===== config.mk =====
export PLATFORM = sky130hd
export DESIGN_NAME = uart_top
export DESIGN_NICKNAME = d
export VERILOG_FILES = /design/src/hw/configure.sv /design/src/hw/wires.sv /design/src/hw/uart_tx.sv /design/src/hw/uart_rx.sv /design/src/hw/uart.sv /design/src/hw/uart_top.sv
export SDC_FILE = /design/constraint.sdc
export NUM_CORES = 1
export LEC_CHECK = 0
export ABC_AREA = 1
export BUFFER_PORTS_ARGS = -buffer_cell sky130_fd_sc_hd__buf_2
export CORE_MARGIN = 3
export CORE_UTILIZATION = 50
export CTS_CLUSTER_SIZE = 25
export DETAILED_ROUTE_END_ITERATION = 7
export GPL_TIMING_DRIVEN = 0
export PLACE_DENSITY = 0.83
export RECOVER_POWER = 25
export SLEW_MARGIN = 5
export SYNTH_ARGS = -nofsm -noshare
export SYNTH_HDL_FRONTEND = slang
export SYNTH_SLANG_ARGS = --single-unit

===== constraint.sdc =====
create_clock -name clock -period 2.2 [get_ports clock]
set_clock_uncertainty 0.2 [all_clocks]
set_input_delay 0.33 -clock clock [delete_from_list [all_inputs] [get_ports clock]]
set_output_delay 0.33 -clock clock [all_outputs]
set_load 0.05 [all_outputs]

===== src/hw/configure.sv =====
`default_nettype none

package configure;

  // ==========================================================================
  // Clock and serial timing
  // ==========================================================================

  localparam logic [31:0] CLOCK_HZ = 32'd1_843_200;
  localparam logic [31:0] BAUD_RATE = 32'd115_200;

  localparam int unsigned CLKS_PER_BIT = CLOCK_HZ / BAUD_RATE; // 16 in simulation.
  localparam int unsigned HALF_BIT = CLKS_PER_BIT / 2;          // Middle of start bit.
  localparam int unsigned COUNT_WIDTH = $clog2(CLKS_PER_BIT);

  // ==========================================================================
  // Register map
  // ==========================================================================

  localparam int unsigned STATUS_SELECT_BIT = 2; // Address bit, DATA at 0, STATUS at 4.

  localparam int unsigned TX_BUSY_BIT = 0;
  localparam int unsigned RX_FULL_BIT = 1;
  localparam int unsigned OVERRUN_BIT = 2;  // Cleared by a STATUS read.
  localparam int unsigned FRAMING_BIT = 3;  // Cleared by a STATUS read.

endpackage

`default_nettype wire


===== src/hw/wires.sv =====
`default_nettype none

package wires;

  // ==========================================================================
  // Vector types
  // ==========================================================================

  typedef logic [31:0] word_t;   // Bus address and data.
  typedef logic [3:0] strb_t;    // Byte lanes.
  typedef logic [7:0] byte_t;    // Serial payload.
  typedef logic [configure::COUNT_WIDTH-1:0] count_t;

  // ==========================================================================
  // Processor bus
  // ==========================================================================

  typedef struct packed {
    logic valid;
    word_t addr;
    word_t wdata;
    strb_t wstrb;  // Any lane set means write.
  } bus_req_t;

  typedef struct packed {
    word_t rdata;  // Zero unless ready.
    logic ready;
  } bus_rsp_t;

  // ==========================================================================
  // Engine links
  // ==========================================================================

  // Start only while the transmitter is idle.
  typedef struct packed {
    logic start;
    byte_t data;
  } tx_cmd_t;

  // One pulse per received frame.
  typedef struct packed {
    logic done;
    byte_t data;
    logic framing_error;
  } rx_event_t;

endpackage

`default_nettype wire


===== src/hw/uart_tx.sv =====
`default_nettype none

module uart_tx (
  input  logic            clock,
  input  logic            reset,
  input  wires::tx_cmd_t  tx_cmd,
  output logic            tx_busy,
  output logic            tx
);

  typedef enum logic [1:0] {
    idle,
    start_bit,
    data_bits,
    stop_bit
  } state_t;

  state_t        state;
  wires::count_t timer;
  logic [2:0]    bit_index;
  wires::byte_t  shift;
  logic          line;
  logic          bit_done;

  assign bit_done = (timer == wires::count_t'(configure::CLKS_PER_BIT - 1));

  // ==========================================================================
  // Frame sequencer
  // ==========================================================================

  always_ff @(posedge clock) begin
    if (reset) begin
      state <= idle;
      timer <= '0;
      bit_index <= '0;
      line <= 1'b1;
    end else begin
      case (state)
        idle: begin
          timer <= '0;
          if (tx_cmd.start) begin
            state <= start_bit;
            line <= 1'b0;
          end
        end
        start_bit: begin
          timer <= timer + 1'b1;
          if (bit_done) begin
            timer <= '0;
            bit_index <= '0;
            state <= data_bits;
            line <= shift[0];  // LSB first.
          end
        end
        data_bits: begin
          timer <= timer + 1'b1;
          if (bit_done) begin
            timer <= '0;
            if (bit_index == 3'd7) begin
              state <= stop_bit;
              line <= 1'b1;
            end else begin
              bit_index <= bit_index + 3'd1;
              line <= shift[0];
            end
          end
        end
        stop_bit: begin
          timer <= timer + 1'b1;
          if (bit_done) begin
            timer <= '0;
            state <= idle;
          end
        end
        default: begin
          state <= idle;
          line <= 1'b1;
        end
      endcase
    end
  end

  // Payload shifts out one bit per bit period.
  always_ff @(posedge clock) begin
    if (state == idle && tx_cmd.start) begin
      shift <= tx_cmd.data;
    end else if (bit_done && (state == start_bit || state == data_bits)) begin
      shift <= {1'b0, shift[7:1]};
    end
  end

  assign tx_busy = (state != idle);
  assign tx = line;

endmodule

`default_nettype wire


===== src/hw/uart_rx.sv =====
`default_nettype none

module uart_rx (
  input  logic              clock,
  input  logic              reset,
  input  logic              rx,
  output wires::rx_event_t  rx_event
);

  typedef enum logic [1:0] {
    idle,
    start_check,
    data_bits,
    stop_bit
  } state_t;

  state_t        state;
  logic          rx_meta;
  logic          rx_sync;
  wires::count_t timer;
  logic [2:0]    bit_index;
  wires::byte_t  shift;
  logic          done;
  logic          framing_error;
  logic          half_done;
  logic          bit_done;

  // Line is asynchronous to the clock.
  always_ff @(posedge clock) begin
    if (reset) begin
      rx_meta <= 1'b1;
      rx_sync <= 1'b1;
    end else begin
      rx_meta <= rx;
      rx_sync <= rx_meta;
    end
  end

  assign half_done = (timer == wires::count_t'(configure::HALF_BIT - 1));
  assign bit_done = (timer == wires::count_t'(configure::CLKS_PER_BIT - 1));

  // ==========================================================================
  // Frame sequencer
  // ==========================================================================

  always_ff @(posedge clock) begin
    if (reset) begin
      state <= idle;
      timer <= '0;
      bit_index <= '0;
      done <= 1'b0;
      framing_error <= 1'b0;
    end else begin
      done <= 1'b0;
      case (state)
        idle: begin
          timer <= '0;
          if (!rx_sync) begin
            state <= start_check;
          end
        end
        start_check: begin
          timer <= timer + 1'b1;
          if (half_done) begin
            timer <= '0;
            bit_index <= '0;
            state <= rx_sync ? idle : data_bits;  // High again means glitch.
          end
        end
        data_bits: begin
          timer <= timer + 1'b1;
          if (bit_done) begin
            timer <= '0;
            bit_index <= bit_index + 3'd1;
            if (bit_index == 3'd7) begin
              state <= stop_bit;
            end
          end
        end
        stop_bit: begin
          timer <= timer + 1'b1;
          if (bit_done) begin
            timer <= '0;
            state <= idle;
            done <= 1'b1;
            framing_error <= ~rx_sync;  // Stop bit must be high.
          end
        end
        default: begin
          state <= idle;
        end
      endcase
    end
  end

  // Mid-bit samples enter at the top, LSB ends at bit 0.
  always_ff @(posedge clock) begin
    if (state == data_bits && bit_done) begin
      shift <= {rx_sync, shift[7:1]};
    end
  end

  assign rx_event = '{
    done: done,
    data: shift,
    framing_error: framing_error
  };

endmodule

`default_nettype wire


===== src/hw/uart.sv =====
`default_nettype none

module uart (
  input  logic              clock,
  input  logic              reset,
  input  wires::bus_req_t   bus_req,
  output wires::bus_rsp_t   bus_rsp,
  output wires::tx_cmd_t    tx_cmd,
  input  logic              tx_busy,
  input  wires::rx_event_t  rx_event
);

  logic         ready_q;
  logic         start_q;
  wires::byte_t tx_data;
  wires::byte_t hold;
  logic         rx_full;
  logic         overrun;
  logic         framing;
  wires::word_t rdata_q;
  wires::word_t rdata_next;
  wires::word_t status_word;

  logic pending;
  logic is_status;
  logic is_write;
  logic status_access;
  logic data_write;
  logic data_read;
  logic good_event;
  logic bad_event;
  logic tx_accept;
  logic read_held;
  logic read_direct;

  // ==========================================================================
  // Request decode
  // ==========================================================================

  assign pending = bus_req.valid & ~ready_q;  // Not yet answered.
  assign is_status = bus_req.addr[configure::STATUS_SELECT_BIT];
  assign is_write = |bus_req.wstrb;

  assign status_access = pending & is_status;
  assign data_write = pending & ~is_status & is_write;
  assign data_read = pending & ~is_status & ~is_write;

  assign good_event = rx_event.done & ~rx_event.framing_error;
  assign bad_event = rx_event.done & rx_event.framing_error;

  assign tx_accept = data_write & ~tx_busy;      // Stall while sending.
  assign read_held = data_read & rx_full;
  assign read_direct = data_read & ~rx_full & good_event;  // Byte goes straight out.

  always_comb begin
    status_word = '0;
    status_word[configure::TX_BUSY_BIT] = tx_busy;
    status_word[configure::RX_FULL_BIT] = rx_full;
    status_word[configure::OVERRUN_BIT] = overrun;
    status_word[configure::FRAMING_BIT] = framing;

    rdata_next = '0;
    if (status_access && !is_write) begin
      rdata_next = status_word;
    end else if (read_held) begin
      rdata_next = {24'b0, hold};
    end else if (read_direct) begin
      rdata_next = {24'b0, rx_event.data};
    end
  end

  // ==========================================================================
  // Control state
  // ==========================================================================

  always_ff @(posedge clock) begin
    if (reset) begin
      ready_q <= 1'b0;
      start_q <= 1'b0;
      rx_full <= 1'b0;
      overrun <= 1'b0;
      framing <= 1'b0;
    end else begin
      ready_q <= status_access | tx_accept | read_held | read_direct;
      start_q <= tx_accept;
      if (read_held) rx_full <= 1'b0;
      if (good_event && !read_direct) rx_full <= 1'b1;
      if (status_access && !is_write) begin
        overrun <= 1'b0;
        framing <= 1'b0;
      end
      if (good_event && rx_full && !read_held) overrun <= 1'b1;  // Unread byte lost.
      if (bad_event) framing <= 1'b1;
    end
  end

  always_ff @(posedge clock) begin
    rdata_q <= rdata_next;
    if (tx_accept) tx_data <= bus_req.wdata[7:0];
    if (good_event && !read_direct) hold <= rx_event.data;
  end

  assign bus_rsp.ready = ready_q;
  assign bus_rsp.rdata = ready_q ? rdata_q : '0;

  assign tx_cmd.start = start_q;
  assign tx_cmd.data = tx_data;

endmodule

`default_nettype wire


===== src/hw/uart_top.sv =====
`default_nettype none

module uart_top (
  input  logic             clock,
  input  logic             reset,
  input  wires::bus_req_t  bus_req,
  output wires::bus_rsp_t  bus_rsp,
  input  logic             rx,
  output logic             tx
);

  // ==========================================================================
  // Engine links
  // ==========================================================================

  wires::tx_cmd_t   tx_cmd;
  logic             tx_busy;
  wires::rx_event_t rx_event;

  // ==========================================================================
  // Bus front end
  // ==========================================================================

  uart uart (
    .clock    (clock),
    .reset    (reset),
    .bus_req  (bus_req),
    .bus_rsp  (bus_rsp),
    .tx_cmd   (tx_cmd),
    .tx_busy  (tx_busy),
    .rx_event (rx_event)
  );

  // ==========================================================================
  // Serial engines
  // ==========================================================================

  uart_tx uart_tx (
    .clock   (clock),
    .reset   (reset),
    .tx_cmd  (tx_cmd),
    .tx_busy (tx_busy),
    .tx      (tx)
  );

  // Receiver cannot stall, overflow shows as overrun.
  uart_rx uart_rx (
    .clock    (clock),
    .reset    (reset),
    .rx       (rx),
    .rx_event (rx_event)
  );

endmodule

`default_nettype wire


== Yosys cells after proc, flatten, opt, wreduce, memory -nomap -nowiden ==
Index checks and enable logic that the tools add are counted.

* Logic and storage cells: 145
* Bits in read-only memories: 0
* Memories: 0
* Register bits: 92
* Input bits: 72
* Bits in writable memories: 0
* Latch bits: 0

* Div/mod/pow operators: 0
* Multiplexer cells: 42
* Eq/ne operators: 22
* Add/sub/neg operators: 4
* $lt $le $gt $ge: 0
* $mul: 0
* Reductions and logical operators: 32
* Bitwise operators: 22
* Shifts and indexed selects: 0

{| class="wikitable"
|+ Operator list
! operator !! number
|-
| 2-to-1 mux 32 bit || 1
|-
| 2-to-1 mux 8 bit || 4
|-
| 2-to-1 mux 2 bit || 11
|-
| 2-to-1 mux 4 bit || 4
|-
| inequality test 2 x 1 -> 1 bit, second input constant || 8
|-
| case mux 2 bit (4 select lines) || 2
|-
| 2-to-1 mux 3 bit || 5
|-
| nonzero test 2 bit || 7
|-
| case mux 3 bit (2 select lines) || 2
|-
| case mux 4 bit (3 select lines) || 1
|-
| AND 1 bit || 11
|-
| 2-to-1 mux 1 bit || 10
|-
| AND reduction 5 bit || 2
|-
| adder 4 x 1 -> 4 bit, second input constant || 2
|-
| == test 2 bit, second input constant || 4
|-
| == test 4 bit, second input constant || 2
|-
| NOT 1 bit || 8
|-
| case mux 4 bit (2 select lines) || 1
|-
| AND reduction 4 bit || 2
|-
| logical AND 1 bit || 7
|-
| adder 3 x 1 -> 3 bit, second input constant || 2
|-
| == test 3 bit, second input constant || 2
|-
| inequality test 2 bit, second input constant || 3
|-
| OR reduction 2 bit || 3
|-
| other kinds (12) || 18
|}

== Depth between registers and ports, before layout ==
* Depth in word-level cells: 9
* Gate-level depth with buffers: 10
* Mapped depth without buffers: 10

== Cells and area by module ==
Synthesis repeated with hierarchy kept, for this count alone.

* Cells, all modules: 333
* Area total of the unflattened synthesis: 3,145.5 µm²

{| class="wikitable"
|+ Modules (own cells, without submodules)
! module !! cells an instance !! sequential area each (µm²) !! instances !! area an instance (µm²)
|-
| uart || 146 || 740.7 || 1 || 1,362.6
|-
| uart_tx || 103 || 440.4 || 1 || 958.4
|-
| uart_rx || 84 || 500.5 || 1 || 824.5
|}

== Worst setup path after synthesis ==
OpenSTA, ideal clock, no wires.

* Kind: flip-flop to flip-flop
* Start point: reg uart_tx.state[0]
* End point: reg uart_tx.shift[0] (enable)
* Path buffers: 0
* Slack: 214 ps
* Cell stages (with the launch flop): 5
* Arrival: 1,402 ps
* Required time: 1,616 ps
* Library setup time: 384 ps
* Cells stage by stage: dfxtp_1 inv_1 ha_1 inv_1 o21ai_0

* Cells in the longest elaborated chain, start to end: 4
* Elaborated cells on any way between the ends: 7

{| class="wikitable"
|+ Ends and longest elaborated chain
! element !! line !! RTL
|-
| start, declared || uart_tx.sv:18 || <nowiki>state_t state;</nowiki>
|-
| start signal, assigned || uart_tx.sv:33 || <nowiki>state <= idle;</nowiki>
|-
| start signal, assigned || uart_tx.sv:42 || <nowiki>state <= start_bit;</nowiki>
|-
| start signal, assigned || uart_tx.sv:51 || <nowiki>state <= data_bits;</nowiki>
|-
| == test 2 x 1 -> 1 bit / == test 2 bit (equally long branches) || uart_tx.sv:87 || <nowiki>end else if (bit_done && (state == start_bit || state == data_bits)) begin</nowiki>
|-
| logical OR 1 bit || uart_tx.sv:87 ||
|-
| logical AND 1 bit || uart_tx.sv:87 ||
|-
| nonzero test 2 bit (no source line) (*) || - ||
|-
| end signal, assigned || uart_tx.sv:86 || <nowiki>shift <= tx_cmd.data;</nowiki>
|-
| end signal, assigned || uart_tx.sv:88 || <nowiki>shift <= {1'b0, shift[7:1]};</nowiki>
|-
| end, declared || uart_tx.sv:21 || <nowiki>wires::byte_t shift;</nowiki>
|}

Mark *: on every way between the ends. The rest lies on a longest branch, timed or not.
A chain may end at the register's enable or synchronous reset.

== Worst setup path after layout ==
* Start point: reg uart_tx.state[0]
* End point: reg uart_tx.shift[4] (enable)

The elaborated chain is that of the path after synthesis.

==> reports/results.ini <==
[timing]
rsz0062_at_grt=false
fin_ws_ns=0.123
setup_viol=0
fmax_ghz=0.481
tns_ns=0
hold_viol=0
slew_headroom=0.484
drv_slew=0
tightest_slew_ns=0.769
finalCritPeriodShare=0.944
fin_crit_ns=2.08

[floorplanning]
die-area_um2=7160
die_w_um=84.6
core_area_um2=5960
rows=28
pin_count=106
fp.dieH_um=84.6
start_util=0.519

[layout]
multi_input_area_um2=1140
filler_cell_count=487
final_cell_mix=nand2_1, inv_1, dfxtp_1
final_cell_area_um2=3710
final_cells=468
diodes=0
syn2layout_area_growth_pct=20.0
final_common_cell=nand2_1
nets=476
regArea_um2=1680
drive_above_1_share=0.237

[run]
cap_violations=0

[synth]
syn_area_um2=3090
synth_area_leaders=edfxtp_1, dfxtp_1, nand2_1
netlist-cell-type-count=29
synthesis.instances=319
synth.largest_area_cell=edfxtp_1
syn_area_per_cell_um2=9.69
ys_seq_area_frac=0.544
yosysWarnings=0
synth_top_area_frac=0.311
ys_ff_latch=68

[worst_setup_path]
critPathMaxStageDelay_ns=0.52
cp.arrival_ns=1.85
critPathRequiredTime_ns=1.97
cp_cell_sequence=inv_1 -> ha_1 -> nand2_1 -> o21ai_1
end_kind=flip-flop
worstSetupPathType=flip-flop to flip-flop
crit_path_max_fanout=10
start_kind=flip-flop
worst_path_max_delay_cell=o21ai_1

[routing]
drt-initial-drc-count=163
wl_met1_um=2180
num_vias=2159
top_layer_used=met4
first_pass_iters=4
wl_met2_um=2650
drt.antenna.violating_nets=0
viasPerCell=4.61
wl_per_cell_um=11.4
wl_um=5320
drc_errors=0
met3_length_um=319

[clocking]
cts.sinks=68
cts_max_level=3
clkTransAtPathRegs_ns=0.07
post-cts-setup-buffers=0
cts_tree=built
cts_root_buffer=clkbuf_8
clk_path_buf_depth=2
clk_latency_ns=0.34
cts_inserted_buffers=9

[placement]
dp.cells=443
gp_congestion=0.781
post-dp-hpwl_um=3750
port_buffers=26
pre_cts_slack_ns=-0.151
placed_cell_area_um2=3400

[outcome]
status=complete, no violations

[worst_hold_path]
holdCritPathClass=input pin to flip-flop

[global_routing]
grt_pass1_wl_um=9090
grt_usage=0.162
grt_max_degree=13
overflow=0
antenna_found_initial=0
grt_pass1_vias=2060

[power]
leakage_nw=1.73
power_mw=3.44
p_per_area_nw_per_um2=926
ir_drop_v=0.000519

[layer usage]
layer	GRT usage	up-vias
li1	-	1108
met1	0.182	972
met2	0.274	61
met3	0.0481	18
met4	0.0878	0
met5	0	-
[cells by family after synthesis]
family	Yosys count	synth area share
and+or+nand+nor	140	0.212
DFF	68	0.544
buffers and inverters	66	0.115
AOI/OAI and AO/OA	18	0.0291
adders and majority gates	16	0.0648
muxes	7	0.0255
xor gates and xnor gates	3	0.00850
other	1	0.00121
[what timing repair did]
item	CTS	global route
gates resized for setup	1	1
endpoints found under the hold margin	9	0
endpoints found under the setup margin	8	4
hold buffers	9	0
pin swaps	0	0
[where the power goes]
part	total, mW	internal, mW	switching [mW]
clock	1.11	0.638	0.467
combinational	0.848	0.297	0.551
sequential	1.48	1.42	0.0593
[stage by stage]
| stage | utilization | hold slack, ns |
|---|---|---|
| 2_1_floorplan | - | 0.189 |
| 3_3_place_gp | 0.571 | 0.194 |
| 3_5_place_dp | 0.571 | 0.199 |
| 4_1_cts | 0.623 | 0.0660 |
| 5_1_grt | 0.623 | 0.0773 |
| 6_report | 0.623 | 0.0683 |
[state kept, by name, indices dropped and copies added, names as in the netlist, 2 cells and up, named ones only]
register	count
uart_tx.shift	8
uart_rx.shift	8
uart.tx_data	8
uart_rx.bit_index	3
uart.rdata_q	8
uart_tx.state	2
uart.hold	8
uart_tx.timer	4
uart_tx.bit_index	3
uart_rx.timer	4
[worst max-delay path: cells and delay by family (launching register included)]
kind | cells | cell delay, ns
AOI/OAI and AO/OA | 1 | 0.52
and+or+nand+nor | 1 | 0.28
DFF | 1 | 0.33
adders and majority gates | 1 | 0.26
buffers and inverters | 1 | 0.13
[final timing paths]
path              cells after the start                           to  slack (ns)                          start
hold reg to reg                       1   uart_rx.rx_sync$_SDFF_PP1_        0.21     uart_rx.rx_meta$_SDFF_PP1_
hold / removal                        2  uart_rx.timer[2]$_SDFF_PP0_        0.07                          reset
setup / recovery                      4   uart_tx.shift[4]$_DFFE_PP_        0.12  uart_tx.state[0]$_SDFFE_PP0P_
setup reg to reg                      4   uart_tx.shift[4]$_DFFE_PP_        0.12  uart_tx.state[0]$_SDFFE_PP0P_
[synthesized netlist by cell type]
cell type and number:
edfxtp_1 32, a21oi_1 10, nor2_1 34, xor2_1 1, nor2_4 3, or2_1 1, dfxtp_1 36, inv_6 1
nand3b_4 1, nor4_1 1, buf_4 25, o21ai_0 8, inv_2 1, nand4_2 1, nor3_1 2, inv_1 37
ha_1 16, mux2_2 7, buf_6 1, nand2_4 2, nand2_1 69, conb_1 1, nand2_2 2, or2_2 5
xnor2_1 2, nand3_2 1, nor2_8 1, clkbuf_1 1, nand3_1 17
[area by class of cell]
cell class / instances / share of cell area
clock buffers: 10 / 0.0344
inverters: 39 / 0.0408
repair buffers: 35 / 0.0593
multi-input cells: 208 / 0.308
well taps: 75 / 0.0253
flip-flops and latches: 68 / 0.453
clock inverters: 6 / 0.0239
plain buffers: 27 / 0.0546
Note: power is estimated with default switching activity, not from simulation.
